==> src/hdl/hc_pkg.sv <==
`default_nettype none

package hc_pkg;

    // Kind of read request sent toward the host
    // A header with HC_REQ_NONE never travels on a valid channel
    typedef enum logic [1:0]
    {
        HC_REQ_NONE        = 2'd0,
        HC_REQ_RDLINE      = 2'd1,
        HC_REQ_RDLINE_HINT = 2'd2
    } t_hc_req_type;

    // Read request header as it appears on the host channel
    // The tag comes back with the response so the requester can match it
    typedef struct packed
    {
        t_hc_req_type req_type;
        logic [15:0]  tag;
        logic [31:0]  line_addr;
    } t_hc_rd_hdr;

    // One requester's read port into the arbiter
    // Request stays high with a stable header until the matching grant is seen
    typedef struct packed
    {
        logic       request;
        t_hc_rd_hdr hdr;
    } t_hc_rd_req;

    // Grant vector returned to the requesters
    // At most one of the three grant bits is high in a cycle
    typedef struct packed
    {
        logic can_issue;
        logic reader_grant;
        logic writer_grant;
        logic status_grant;
    } t_hc_rd_grant;

    // Registered outgoing read channel
    typedef struct packed
    {
        logic       rd_valid;
        t_hc_rd_hdr hdr;
    } t_hc_rd_chan;

    // Software-controlled state seen by the datapath
    typedef struct packed
    {
        logic hc_en;
    } t_hc_csrs;

    // APB byte offsets of the register block
    // Bit 0 of CTRL is the channel enable
    localparam logic [7:0] HC_REG_CTRL       = 8'h00;

    // Grant counters, one per requester
    // A write of any value to one of these clears it
    localparam logic [7:0] HC_REG_CNT_READER = 8'h04;
    localparam logic [7:0] HC_REG_CNT_WRITER = 8'h08;
    localparam logic [7:0] HC_REG_CNT_STATUS = 8'h0C;

endpackage

`default_nettype wire

==> src/hdl/hc_csr_regs.sv <==
`timescale 1ns/1ps
`default_nettype none

module hc_csr_regs
#(
    parameter int CNT_WIDTH = 16
)
(
    input  logic                 clk,
    input  logic                 reset_n,

    input  logic                 psel,
    input  logic                 penable,
    input  logic                 pwrite,
    input  logic [7:0]           paddr,
    input  logic [31:0]          pwdata,
    output logic [31:0]          prdata,
    output logic                 pready,
    output logic                 pslverr,

    input  hc_pkg::t_hc_rd_grant rd_grant,
    output hc_pkg::t_hc_csrs     csr
);

    // Access phase of an APB transfer, the setup phase does nothing here
    logic apb_access;
    logic apb_wr;
    logic addr_ok;

    // Counter index 0 is the reader, 1 the writer, 2 the status manager
    logic [2:0]           grant_vec;
    logic [2:0]           cnt_clr;
    logic [CNT_WIDTH-1:0] grant_cnt [3];

    assign apb_access = psel && penable;
    assign apb_wr     = apb_access && pwrite;

    // No wait states, so every transfer completes in two cycles
    assign pready  = 1'b1;
    assign pslverr = apb_access && !addr_ok;

    assign grant_vec = {rd_grant.status_grant, rd_grant.writer_grant, rd_grant.reader_grant};

    // Read mux, also flags offsets that map to nothing
    always_comb
    begin
        prdata  = '0;
        addr_ok = 1'b1;
        case (paddr)
            hc_pkg::HC_REG_CTRL:       prdata = {31'b0, csr.hc_en};
            hc_pkg::HC_REG_CNT_READER: prdata = 32'(grant_cnt[0]);
            hc_pkg::HC_REG_CNT_WRITER: prdata = 32'(grant_cnt[1]);
            hc_pkg::HC_REG_CNT_STATUS: prdata = 32'(grant_cnt[2]);
            default:                   addr_ok = 1'b0;
        endcase
    end

    // Any write to a counter offset clears that counter, the data is ignored
    always_comb
    begin
        cnt_clr = '0;
        if (apb_wr)
        begin
            cnt_clr[0] = (paddr == hc_pkg::HC_REG_CNT_READER);
            cnt_clr[1] = (paddr == hc_pkg::HC_REG_CNT_WRITER);
            cnt_clr[2] = (paddr == hc_pkg::HC_REG_CNT_STATUS);
        end
    end

    // Enable bit, cleared by reset so nothing issues until software asks
    always_ff @(posedge clk)
    begin
        if (!reset_n)
        begin
            csr.hc_en <= 1'b0;
        end
        else if (apb_wr && paddr == hc_pkg::HC_REG_CTRL)
        begin
            csr.hc_en <= pwdata[0];
        end
    end

    // Grant counters stop at all ones rather than wrapping
    // A clear in the same cycle as a grant wins
    always_ff @(posedge clk)
    begin
        for (int i = 0; i < 3; i++)
        begin
            if (!reset_n || cnt_clr[i])
            begin
                grant_cnt[i] <= '0;
            end
            else if (grant_vec[i] && grant_cnt[i] != {CNT_WIDTH{1'b1}})
            begin
                grant_cnt[i] <= grant_cnt[i] + 1'b1;
            end
        end
    end

    // The arbiter must never hand the channel to two requesters at once
    a_one_grant: assert property (@(posedge clk) disable iff (!reset_n) $onehot0(grant_vec));

endmodule

`default_nettype wire

==> src/hdl/hc_issue_ctrl.sv <==
`timescale 1ns/1ps
`default_nettype none

module hc_issue_ctrl
#(
    parameter int ISSUE_SLACK = 4
)
(
    input  logic clk,
    input  logic reset_n,
    input  logic almostfull,
    input  logic issue,
    output logic can_issue
);

    // Wide enough to hold ISSUE_SLACK itself
    localparam int                SLACK_W   = $clog2(ISSUE_SLACK + 1);
    localparam logic [SLACK_W-1:0] SLACK_MAX = SLACK_W'(ISSUE_SLACK);

    // Issues made since almostfull last rose
    logic [SLACK_W-1:0] slack_cnt;

    // The host channel still has room for a few requests after almostfull rises,
    // so issue continues until that slack is spent
    assign can_issue = !almostfull || (slack_cnt < SLACK_MAX);

    always_ff @(posedge clk)
    begin
        if (!reset_n)
        begin
            slack_cnt <= '0;
        end
        else if (!almostfull)
        begin
            // Channel has drained, full slack is available again
            slack_cnt <= '0;
        end
        else if (issue)
        begin
            slack_cnt <= slack_cnt + 1'b1;
        end
    end

    // The arbiter gates every grant with can_issue, so an issue here without it
    // would mean a request slipped past the throttle
    a_issue_allowed: assert property (@(posedge clk) disable iff (!reset_n)
        issue |-> can_issue);

endmodule

`default_nettype wire

==> src/hdl/hc_read_arbiter.sv <==
`timescale 1ns/1ps
`default_nettype none

module hc_read_arbiter
(
    input  logic                 clk,
    input  logic                 reset_n,

    input  hc_pkg::t_hc_csrs     csr,

    input  hc_pkg::t_hc_rd_req   frame_reader,
    input  hc_pkg::t_hc_rd_req   frame_writer,
    input  hc_pkg::t_hc_rd_req   status_req,

    input  logic                 can_issue,
    output hc_pkg::t_hc_rd_grant rd_grant,
    output hc_pkg::t_hc_rd_chan  tx0
);

    typedef enum logic
    {
        FAVOR_READER,
        FAVOR_WRITER
    } t_favor;

    t_favor state;
    t_favor next_state;

    // Channel has room and software has turned it on
    logic issue_ok;

    hc_pkg::t_hc_rd_hdr  header;
    logic                rd_valid;
    hc_pkg::t_hc_rd_chan tx0_upd;

    assign issue_ok = can_issue && csr.hc_en;

    // Favour the writer right after the reader won, the reader in every other case
    always_comb
    begin
        next_state = rd_grant.reader_grant ? FAVOR_WRITER : FAVOR_READER;
    end

    always_ff @(posedge clk)
    begin
        if (!reset_n)
        begin
            state <= FAVOR_READER;
        end
        else
        begin
            state <= next_state;
        end
    end

    // Pick one requester, grants are combinational from this cycle's requests
    always_comb
    begin
        rd_grant              = '0;
        rd_grant.can_issue    = issue_ok;
        rd_valid              = 1'b0;
        // Reader header by default, avoids an extra mux leg
        header                = frame_reader.hdr;

        if (frame_reader.request && (state == FAVOR_READER || !frame_writer.request))
        begin
            rd_grant.reader_grant = issue_ok;
            rd_valid              = issue_ok;
        end
        else if (frame_writer.request)
        begin
            header                = frame_writer.hdr;
            rd_grant.writer_grant = issue_ok;
            rd_valid              = issue_ok;
        end
        else if (status_req.request)
        begin
            // Status only gets through when neither frame requester wants the channel
            header                = status_req.hdr;
            rd_grant.status_grant = issue_ok;
            rd_valid              = issue_ok;
        end
    end

    // An idle channel always shows req_type none
    always_comb
    begin
        tx0_upd.rd_valid = rd_valid;
        tx0_upd.hdr      = header;
        if (!rd_valid)
        begin
            tx0_upd.hdr.req_type = hc_pkg::HC_REQ_NONE;
        end
    end

    // One cycle from grant to the outgoing channel
    always_ff @(posedge clk)
    begin
        tx0.hdr <= tx0_upd.hdr;
        if (!reset_n)
        begin
            tx0.rd_valid     <= 1'b0;
            tx0.hdr.req_type <= hc_pkg::HC_REQ_NONE;
        end
        else
        begin
            tx0.rd_valid <= tx0_upd.rd_valid;
        end
    end

    // Requesters must hand in a real request kind with every request
    a_valid_type: assert property (@(posedge clk) disable iff (!reset_n)
        tx0.rd_valid |-> tx0.hdr.req_type != hc_pkg::HC_REQ_NONE);

endmodule

`default_nettype wire

==> src/hdl/hc_read_top.sv <==
`timescale 1ns/1ps
`default_nettype none

module hc_read_top
#(
    parameter int ISSUE_SLACK = 4,
    parameter int CNT_WIDTH   = 16
)
(
    input  logic                 clk,
    input  logic                 reset_n,

    input  logic                 psel,
    input  logic                 penable,
    input  logic                 pwrite,
    input  logic [7:0]           paddr,
    input  logic [31:0]          pwdata,
    output logic [31:0]          prdata,
    output logic                 pready,
    output logic                 pslverr,

    input  hc_pkg::t_hc_rd_req   frame_reader,
    input  hc_pkg::t_hc_rd_req   frame_writer,
    input  hc_pkg::t_hc_rd_req   status_req,
    output hc_pkg::t_hc_rd_grant rd_grant,

    output hc_pkg::t_hc_rd_chan  tx0,
    input  logic                 tx0_almostfull
);

    hc_pkg::t_hc_csrs csr;
    logic             can_issue;

    // Register block, also counts grants per requester
    hc_csr_regs #(
        .CNT_WIDTH (CNT_WIDTH)
    ) hc_csr_regs_inst (
        .clk      (clk),
        .reset_n  (reset_n),
        .psel     (psel),
        .penable  (penable),
        .pwrite   (pwrite),
        .paddr    (paddr),
        .pwdata   (pwdata),
        .prdata   (prdata),
        .pready   (pready),
        .pslverr  (pslverr),
        .rd_grant (rd_grant),
        .csr      (csr)
    );

    // Every grant is one issue on the host channel
    hc_issue_ctrl #(
        .ISSUE_SLACK (ISSUE_SLACK)
    ) hc_issue_ctrl_inst (
        .clk        (clk),
        .reset_n    (reset_n),
        .almostfull (tx0_almostfull),
        .issue      (rd_grant.reader_grant | rd_grant.writer_grant | rd_grant.status_grant),
        .can_issue  (can_issue)
    );

    hc_read_arbiter hc_read_arbiter_inst (
        .clk          (clk),
        .reset_n      (reset_n),
        .csr          (csr),
        .frame_reader (frame_reader),
        .frame_writer (frame_writer),
        .status_req   (status_req),
        .can_issue    (can_issue),
        .rd_grant     (rd_grant),
        .tx0          (tx0)
    );

endmodule

`default_nettype wire

==> config.mk <==
export PLATFORM = sky130hd
export DESIGN_NAME = hc_read_top
export DESIGN_NICKNAME = d
export VERILOG_FILES = /design/src/hdl/hc_pkg.sv /design/src/hdl/hc_csr_regs.sv /design/src/hdl/hc_issue_ctrl.sv /design/src/hdl/hc_read_arbiter.sv /design/src/hdl/hc_read_top.sv
export SDC_FILE = /design/constraint.sdc
export NUM_CORES = 1
export LEC_CHECK = 0
export BUFFER_PORTS_ARGS = -buffer_cell sky130_fd_sc_hd__buf_2
export CAP_MARGIN = 40
export CORE_MARGIN = 4
export CORE_UTILIZATION = 48
export CTS_BUF_LIST = sky130_fd_sc_hd__clkbuf_4 sky130_fd_sc_hd__clkbuf_8 sky130_fd_sc_hd__clkbuf_16
export CTS_CLUSTER_SIZE = 28
export DETAILED_ROUTE_END_ITERATION = 6
export PLACE_DENSITY = 0.79
export REMOVE_ABC_BUFFERS = 1
export SLEW_MARGIN = 20
export SYNTH_ARGS = -nofsm -noshare
export SYNTH_HDL_FRONTEND = slang
export SYNTH_HIERARCHICAL = 1
export SYNTH_SLANG_ARGS = --single-unit
==> constraint.sdc <==
create_clock -name clk -period 2.9 [get_ports clk]
set_input_delay 0.29 -clock clk [delete_from_list [all_inputs] [get_ports clk]]
set_output_delay 0.29 -clock clk [all_outputs]
set_load 0.02 [all_outputs]
==> flow_results.xml, run 1 <==
<?xml version="1.0" encoding="UTF-8"?>
<metrics>
  <group name="detailed_routing">
    <metric name="drt.antenna.violating_nets" unit="">0</metric>
    <metric name="drt-vias-per-instance" unit="">5.33</metric>
    <metric name="drt-initial-drc-count" unit="">343</metric>
    <metric name="drc" unit="">0</metric>
    <metric name="drt-wirelength-per-cell" unit="um">17.3</metric>
    <metric name="finalWirelength" unit="um">17100</metric>
    <metric name="vias" unit="">5296</metric>
    <metric name="detail_route.first_pass.iterations" unit="">4</metric>
  </group>
  <group name="clock_network">
    <metric name="post-cts-setup-buffer-count" unit="">0</metric>
    <metric name="cts_h_tree_lvls" unit="">3</metric>
    <metric name="cts_buffers" unit="">9</metric>
    <metric name="cts_hold_buffers" unit="">0</metric>
    <metric name="ctsLongestPathBuffers" unit="">2</metric>
    <metric name="worstSkewPairLatency" unit="ns">0.34</metric>
    <metric name="cells_resized_by_post_cts_repair" unit="">0</metric>
    <metric name="tritoncts_num_sinks" unit="">104</metric>
    <metric name="cts.reportedPaths.clkPinSlew" unit="ns">0.07</metric>
    <metric name="cts_tree" unit="">done</metric>
    <metric name="clock-root-buffer" unit="">clkbuf_16</metric>
  </group>
  <group name="floorplan">
    <metric name="ioPinCount" unit="">288</metric>
    <metric name="core.rowCount" unit="">41</metric>
    <metric name="initial_utilization" unit="">0.490</metric>
    <metric name="core" unit="um^2">12700</metric>
    <metric name="die_w" unit="um">122</metric>
    <metric name="die-area" unit="um^2">14800</metric>
    <metric name="overall_die_height" unit="um">122</metric>
  </group>
  <group name="worst_hold_path">
    <metric name="min_from" unit="">pwdata[0]</metric>
    <metric name="endpoint_of_the_worst_hold_timing_path" unit="">hc_csr_regs_inst/csr</metric>
    <metric name="hold_path_class" unit="">in -&gt; reg</metric>
    <metric name="worst_hold_path_stage_count" unit="">3</metric>
  </group>
  <group name="cells_and_area">
    <metric name="multi_input_area" unit="um^2">3300</metric>
    <metric name="drive_gt1_frac" unit="">0.358</metric>
    <metric name="finish.cell_count_without_fillers" unit="">993</metric>
    <metric name="nNetsFinal" unit="">1017</metric>
    <metric name="area.sequential" unit="um^2">2560</metric>
    <metric name="fillerInstances" unit="">1149</metric>
    <metric name="final_core_util" unit="">0.608</metric>
    <metric name="areaGrowthSynthToFinish" unit="%">24.0</metric>
  </group>
  <group name="placement">
    <metric name="count_of_input_and_output_buffers" unit="">239</metric>
    <metric name="inst_count_dp" unit="">974</metric>
    <metric name="gp_routability_congestion" unit="">0.844</metric>
    <metric name="post-dp-hpwl" unit="um">13300</metric>
  </group>
  <group name="pwr">
    <metric name="internal-power" unit="mW">2.54</metric>
    <metric name="power.density_cell_area" unit="nW/um^2">450</metric>
    <metric name="worst_ir_drop_vdd" unit="uV">269</metric>
    <metric name="pwr-share-seq" unit="">0.484</metric>
    <metric name="cellLeakagePower" unit="nW">3.50</metric>
    <metric name="p_sw_frac" unit="">0.268</metric>
    <metric name="logic_pwr_share" unit="">0.182</metric>
    <metric name="clockPowerShare" unit="">0.333</metric>
    <metric name="net_switching_component_of_the_power" unit="uW">927</metric>
  </group>
  <group name="critical_path">
    <metric name="criticalPathCategory" unit="">reg -&gt; reg</metric>
    <metric name="timing.critical_path.required" unit="ns">2.78</metric>
    <metric name="origin_of_the_critical_flop_to_flop_path" unit="">hc_csr_regs_inst/grant_cnt[2][4]</metric>
    <metric name="crit_start" unit="">hc_csr_regs_inst/grant_cnt[2][4]</metric>
    <metric name="startpoint_type_of_the_worst_setup_path" unit="">flip-flop</metric>
    <metric name="ff2ff_setup_slack" unit="ns">0.57</metric>
    <metric name="category_of_the_worst_setup_path_capture_point" unit="">flip-flop</metric>
    <metric name="cp_data_arrival_time" unit="ns">2.21</metric>
    <metric name="worstReg2RegEnd" unit="">hc_csr_regs_inst/grant_cnt[2][4]</metric>
    <metric name="timing.reg2reg.worst_path_depth" unit="">4</metric>
    <metric name="critical_path_peak_fanout" unit="">16</metric>
  </group>
  <group name="timing">
    <metric name="setup_violations" unit="">0</metric>
    <metric name="endpoints_failing_hold" unit="">0</metric>
    <metric name="timing.fmax" unit="MHz">429</metric>
    <metric name="fin_skew" unit="ns">0.00598</metric>
    <metric name="unrepaired_setup_endpoints_after_global_routing" unit="">false</metric>
    <metric name="worst_pin_slew" unit="ns">0.855</metric>
    <metric name="slew_headroom" unit="">0.430</metric>
    <metric name="timing.final.max_slew_violations" unit="">0</metric>
    <metric name="fin_worst_hold_slack" unit="ns">0.177</metric>
    <metric name="finalWorstPathRequiredPeriod" unit="ns">2.33</metric>
    <metric name="final_min_period_over_clock_period" unit="">0.804</metric>
  </group>
  <group name="synthesis">
    <metric name="post_synth_num_cell_types" unit="">51</metric>
    <metric name="yosys.area.top_type" unit="">mux2i_1</metric>
    <metric name="synth_enable_flop_cells" unit="">48</metric>
    <metric name="synthesis.instances" unit="">588</metric>
    <metric name="cell_with_the_most_instances_after_synthesis" unit="">mux2i_1</metric>
    <metric name="postSynthAreaPerCell" unit="um^2">10.6</metric>
    <metric name="synth_seq_area_share" unit="">0.412</metric>
    <metric name="synth_top_area_frac" unit="">0.232</metric>
    <metric name="ys_ff_latch" unit="">104</metric>
    <metric name="ys_dominant_reg_cell" unit="">dfxtp_1</metric>
    <metric name="synth_async_sr_flop_share" unit="">0</metric>
    <metric name="synth_area_leaders" unit="">mux2i_1 (23%), edfxtp_1 (23%), dfxtp_1 (18%), nor2_1 (4.4%), xnor2_1 (3.7%)</metric>
    <metric name="netlist_top_cells_count" unit="">mux2i_1 (144), nor2_1 (73), dfxtp_1 (56), edfxtp_1 (48), nand2_1 (27)</metric>
    <metric name="synth.cell_area" unit="um^2">6210</metric>
    <metric name="synth_warnings" unit="">6</metric>
  </group>
  <group name="global_route">
    <metric name="grt_util_all_layers" unit="">0.225</metric>
    <metric name="grt_first_pass_wirelength" unit="um">26200</metric>
    <metric name="globalRoute.totalOverflow" unit="">0</metric>
    <metric name="antenna_found_initial" unit="">4</metric>
    <metric name="vias_in_the_first_global_route" unit="">5109</metric>
    <metric name="grt_max_degree" unit="">57</metric>
  </group>
  <group name="status">
    <metric name="outcome" unit="">finished clean</metric>
  </group>
  <group name="flow_run">
    <metric name="cap_viol_max_count" unit="">0</metric>
  </group>
</metrics>
-- cell type report --
class	instances	area share
Clock inverter	3	0.00211
Clock buffer	13	0.0340
Antenna cell	2	0.000650
Timing Repair Buffer	251	0.169
Multi-Input combinational cell	437	0.429
Sequential cell	104	0.333
Tap cell	172	0.0279
Inverter	11	0.00536
-- metal layers --
| layer | part of all wire | track usage | vias to the layer above |
|---|---|---|---|
| met5 | 0.0016 | 0 | - |
| met4 | 0.036 | 0.103 | 4 |
| met3 | 0.081 | 0.0622 | 38 |
| met2 | 0.50 | 0.382 | 221 |
| met1 | 0.38 | 0.265 | 2478 |
| li1 | - | - | 2555 |
-- power groups by stage --
| stage | combinational [mW] | clock (mW) | sequential (mW) |
|---|---|---|---|
| floorplan | 0.263 | 0 | 1.79 |
| global placement | 0.621 | 0 | 1.70 |
| detailed placement | 0.628 | 0 | 1.71 |
| CTS | 0.630 | 1.17 | 1.68 |
| finish | 0.632 | 1.15 | 1.68 |
| global route | 0.682 | 1.23 | 1.68 |
-- sequential cells by signal, summed over array words and instances, names as in the netlist --
signal,count
hc_read_arbiter_inst/tx0,51
hc_csr_regs_inst/grant_cnt,48
hc_issue_ctrl_inst/slack_cnt,3
hc_csr_regs_inst/csr,1
hc_read_arbiter_inst/state,1
-- worst max-delay path: stages (launching register included) --
cell	delay, ns
edfxtp_1	0.48
nand4_2	0.23
or4_4	0.55
nand2_1	0.08
nand3_1	0.53
-- through the flow --
step           cell area (um^2)  setup TNS (ns)  total power [mW]  worst slack, ns
2_1_floorplan              5890         -147.40              2.06            -2.34
3_3_place_gp               7400               0              2.33            0.580
3_5_place_dp               7400               0              2.34            0.511
4_1_cts                    7680               0              3.47            0.513
5_1_grt                    7700               0              3.59            0.338
6_report                   7700               0              3.46            0.568
-- worst max-delay path by stage --
stage | slack [ns] | cells after the start | to
6_report | 0.57 | 4 | hc_csr_regs_inst/grant_cnt[2][4]
5_1_grt | 0.34 | 4 | hc_csr_regs_inst/grant_cnt[2][11]
4_1_cts | 0.51 | 4 | hc_csr_regs_inst/grant_cnt[2][13]
3_5_place_dp | 0.51 | 4 | hc_csr_regs_inst/grant_cnt[2][5]
3_3_place_gp | 0.58 | 4 | hc_csr_regs_inst/grant_cnt[2][5]
2_1_floorplan | -2.34 | 4 | hc_csr_regs_inst/grant_cnt[2][0]
-- layout by cell type, fill, tap and decap left out, types with 3 or more instances in the layout --
cell | netlist | final
buf_2 | 9 | 239
mux2i_1 | 144 | 144
nor2_1 | 73 | 73
dfxtp_1 | 56 | 56
edfxtp_1 | 48 | 48
nand2_1 | 27 | 27
xnor2_1 | 26 | 26
nand3_1 | 20 | 20
conb_1 | 2 | 17
a22oi_1 | 15 | 15
xor2_1 | 14 | 14
mux2_2 | 13 | 13
nand4_1 | 12 | 12
inv_1 | 11 | 11
buf_4 | 22 | 11
nor3_1 | 10 | 10
clkbuf_16 | 0 | 9
and4_1 | 6 | 6
nor4_1 | 5 | 5
o21ai_0 | 4 | 4
and3_1 | 4 | 4
a21oi_1 | 4 | 4
ha_1 | 4 | 4
clkbuf_4 | 0 | 3
-- cells by family (layout without fill, tap and decap cells) --
kind of cell / after synthesis / after routing / share of synthesized area
AOI/OAI and AO/OA: 36 / 36 / 0.0437
DFF: 104 / 104 / 0.412
and+or+nand+nor: 182 / 182 / 0.151
other: 2 / 19 / 0.00121
adders and majority gates: 4 / 4 / 0.00806
xor gates and xnor gates: 40 / 40 / 0.0564
buffers and inverters: 62 / 278 / 0.0677
muxes: 158 / 158 / 0.259
Note: power is estimated with default switching activity, not from simulation.
==> inputs of run 2 (changes only) <==
==> constraint.sdc (replaced) <==
create_clock -name clk -period 2.2 [get_ports clk]
set_input_delay 0.22 -clock clk [delete_from_list [all_inputs] [get_ports clk]]
set_output_delay 0.22 -clock clk [all_outputs]
set_load 0.02 [all_outputs]
==> flow_results.xml, run 2 (synthesized netlist as in run 1, its figures left out) <==
<?xml version="1.0" encoding="UTF-8"?>
<metrics>
  <group name="critical_path">
    <metric name="critPathMostFrequentCell" unit="">buf_2</metric>
    <metric name="cp.buffers_inverters" unit="">2</metric>
    <metric name="cpPeakStageDelay" unit="ns">0.49</metric>
    <metric name="critical-path-slowest-cell" unit="">nor4_2</metric>
    <metric name="timing.critical_path.required" unit="ns">1.98</metric>
    <metric name="timing.reg2reg.worst_path_depth" unit="">5</metric>
    <metric name="worst_path_dominant_cell_family" unit="">simple AND/OR/NAND/NOR gates</metric>
    <metric name="cp.depth" unit="">5</metric>
    <metric name="critical_path_peak_fanout" unit="">16</metric>
    <metric name="startpoint_type_of_the_worst_setup_path" unit="">primary input</metric>
    <metric name="worstPathCellList" unit="">buf_2 -&gt; nor4_2 -&gt; nand2_1 -&gt; and3_1 -&gt; buf_2</metric>
    <metric name="criticalPathCategory" unit="">in -&gt; out</metric>
    <metric name="category_of_the_worst_setup_path_capture_point" unit="">primary output</metric>
    <metric name="cp_data_arrival_time" unit="ns">1.75</metric>
  </group>
  <group name="global_route">
    <metric name="grt_util_all_layers" unit="">0.221</metric>
    <metric name="grt_first_pass_wirelength" unit="um">25500</metric>
    <metric name="globalRoute.totalOverflow" unit="">0</metric>
    <metric name="vias_in_the_first_global_route" unit="">5037</metric>
    <metric name="antenna_found_initial" unit="">2</metric>
    <metric name="grt_max_degree" unit="">51</metric>
  </group>
  <group name="floorplan">
    <metric name="overall_die_height" unit="um">122</metric>
    <metric name="initial_utilization" unit="">0.490</metric>
    <metric name="core" unit="um^2">12700</metric>
    <metric name="core.rowCount" unit="">41</metric>
    <metric name="die-area" unit="um^2">14800</metric>
    <metric name="ioPinCount" unit="">288</metric>
    <metric name="die_w" unit="um">122</metric>
  </group>
  <group name="detailed_routing">
    <metric name="finalWirelength" unit="um">16900</metric>
    <metric name="detail_route.first_pass.iterations" unit="">5</metric>
    <metric name="drt-initial-drc-count" unit="">252</metric>
    <metric name="drt.antenna.violating_nets" unit="">0</metric>
    <metric name="drc" unit="">0</metric>
    <metric name="vias" unit="">5252</metric>
    <metric name="drt-vias-per-instance" unit="">5.26</metric>
    <metric name="drt-wirelength-per-cell" unit="um">16.9</metric>
  </group>
  <group name="timing">
    <metric name="worst_pin_slew" unit="ns">0.847</metric>
    <metric name="timing.fmax" unit="MHz">507</metric>
    <metric name="unrepaired_setup_endpoints_after_global_routing" unit="">false</metric>
    <metric name="finalWorstPathRequiredPeriod" unit="ns">1.97</metric>
    <metric name="endpoints_failing_hold" unit="">0</metric>
    <metric name="setup_ws" unit="ns">0.228</metric>
    <metric name="timing.final.max_slew_violations" unit="">0</metric>
    <metric name="setup_violations" unit="">0</metric>
    <metric name="fin_skew" unit="ns">0.00472</metric>
    <metric name="slew_headroom" unit="">0.436</metric>
    <metric name="final_min_period_over_clock_period" unit="">0.896</metric>
    <metric name="fin_worst_hold_slack" unit="ns">0.103</metric>
  </group>
  <group name="pwr">
    <metric name="clockPowerShare" unit="">0.347</metric>
    <metric name="internal-power" unit="mW">3.43</metric>
    <metric name="net_switching_component_of_the_power" unit="mW">1.25</metric>
    <metric name="p_sw_frac" unit="">0.266</metric>
    <metric name="worst_ir_drop_vdd" unit="uV">412</metric>
    <metric name="power.density_cell_area" unit="nW/um^2">600</metric>
    <metric name="pwr-share-seq" unit="">0.472</metric>
    <metric name="logic_pwr_share" unit="">0.180</metric>
    <metric name="cellLeakagePower" unit="nW">3.55</metric>
  </group>
  <group name="clock_network">
    <metric name="tritoncts_num_sinks" unit="">104</metric>
    <metric name="clock-root-buffer" unit="">clkbuf_16</metric>
    <metric name="worstSkewPairLatency" unit="ns">0.35</metric>
    <metric name="cts_tree" unit="">done</metric>
    <metric name="post-cts-setup-buffer-count" unit="">0</metric>
    <metric name="cts_hold_buffers" unit="">0</metric>
    <metric name="cts_h_tree_lvls" unit="">3</metric>
    <metric name="cts.reportedPaths.clkPinSlew" unit="ns">0.07</metric>
    <metric name="cells_resized_by_post_cts_repair" unit="">0</metric>
    <metric name="cts_buffers" unit="">9</metric>
    <metric name="ctsLongestPathBuffers" unit="">2</metric>
  </group>
  <group name="placement">
    <metric name="dpl_worst_slack" unit="ns">0.215</metric>
    <metric name="post-dp-hpwl" unit="um">13400</metric>
    <metric name="gp_routability_congestion" unit="">0.868</metric>
    <metric name="count_of_input_and_output_buffers" unit="">239</metric>
  </group>
  <group name="cells_and_area">
    <metric name="biggestRegsByFlops" unit="">hc_read_arbiter_inst/tx0: 51 flops, hc_csr_regs_inst/grant_cnt: 48 flops, hc_issue_ctrl_inst/slack_cnt: 3 flops</metric>
    <metric name="antenna_cells" unit="">0</metric>
    <metric name="nNetsFinal" unit="">1025</metric>
    <metric name="final_common_cell" unit="">buf_2</metric>
    <metric name="final_core_util" unit="">0.614</metric>
    <metric name="fillerInstances" unit="">1105</metric>
    <metric name="flip_flop_count_of_the_largest_register_all_copies_and_words_added" unit="">51</metric>
    <metric name="areaGrowthSynthToFinish" unit="%">25.3</metric>
    <metric name="multi_input_area" unit="um^2">3300</metric>
    <metric name="drive_gt1_frac" unit="">0.364</metric>
    <metric name="commonest_cells_after_routing_fill_and_taps_aside" unit="">buf_2 (239), mux2i_1 (144), nor2_1 (73), dfxtp_1 (56), edfxtp_1 (48)</metric>
    <metric name="area.sequential" unit="um^2">2560</metric>
    <metric name="regMostFlops" unit="">hc_read_arbiter_inst/tx0</metric>
  </group>
  <group name="flow_run">
    <metric name="cap_viol_max_count" unit="">0</metric>
  </group>
  <group name="status">
    <metric name="outcome" unit="">finished clean</metric>
  </group>
  <group name="worst_hold_path">
    <metric name="worst_hold_path_stage_count" unit="">3</metric>
    <metric name="hold_path_class" unit="">in -&gt; reg</metric>
  </group>
</metrics>
[run 2: cell type report]
cell class                 count  area share
sequential                   104       0.329
tap                          172      0.0276
multi-input combinational    437       0.424
inverter                      11     0.00530
clock buffer                  13      0.0367
timing repair buffer         259       0.175
clock inverter                 3     0.00257
[run 2: per-stage QoR]
step                      cells  total power, mW  cell area (um^2)  TNS (ns)
after global placement      983             3.08              7480         0
after CTS                   999             4.72              7780         0
after detailed placement    983             3.09              7480         0
after global routing        999             4.87              7780         0
final                       999             4.67              7780         0
after floorplan             552             2.71              5890   -224.52
[run 2: tightest hold or removal path, stage by stage]
cell and delay (ns):
buf_2 0.08, mux2i_1 0.05, nor2_1 0.07
[run 2: power by group through the flow]
stage / clock network (mW) / registers [mW] / logic, mW
after global routing: 1.74 / 2.22 / 0.904
after floorplan: 0 / 2.36 / 0.347
after detailed placement: 0 / 2.25 / 0.842
after global placement: 0 / 2.25 / 0.830
final: 1.62 / 2.21 / 0.843
after CTS: 1.66 / 2.21 / 0.846
[run 2: path summary, 6_finish.rpt]
| path | from | endpoint | slack [ns] |
|---|---|---|---|
| hold / removal | pwdata[0] | hc_csr_regs_inst/csr | 0.10 |
| setup / recovery | paddr[5] | pslverr | 0.23 |
| hold reg to reg | hc_issue_ctrl_inst/slack_cnt[1] | hc_issue_ctrl_inst/slack_cnt[1] | 0.51 |
| setup reg to reg | hc_csr_regs_inst/grant_cnt[0][0] | hc_csr_regs_inst/grant_cnt[0][7] | 0.25 |
[run 2: per-layer routing]
| metal | global-route usage | routed length, um |
|---|---|---|
| met4 | 0.0609 | 386 |
| met3 | 0.0873 | 1490 |
| met1 | 0.248 | 6400 |
| met2 | 0.390 | 8600 |
| met5 | 0 | 21 |
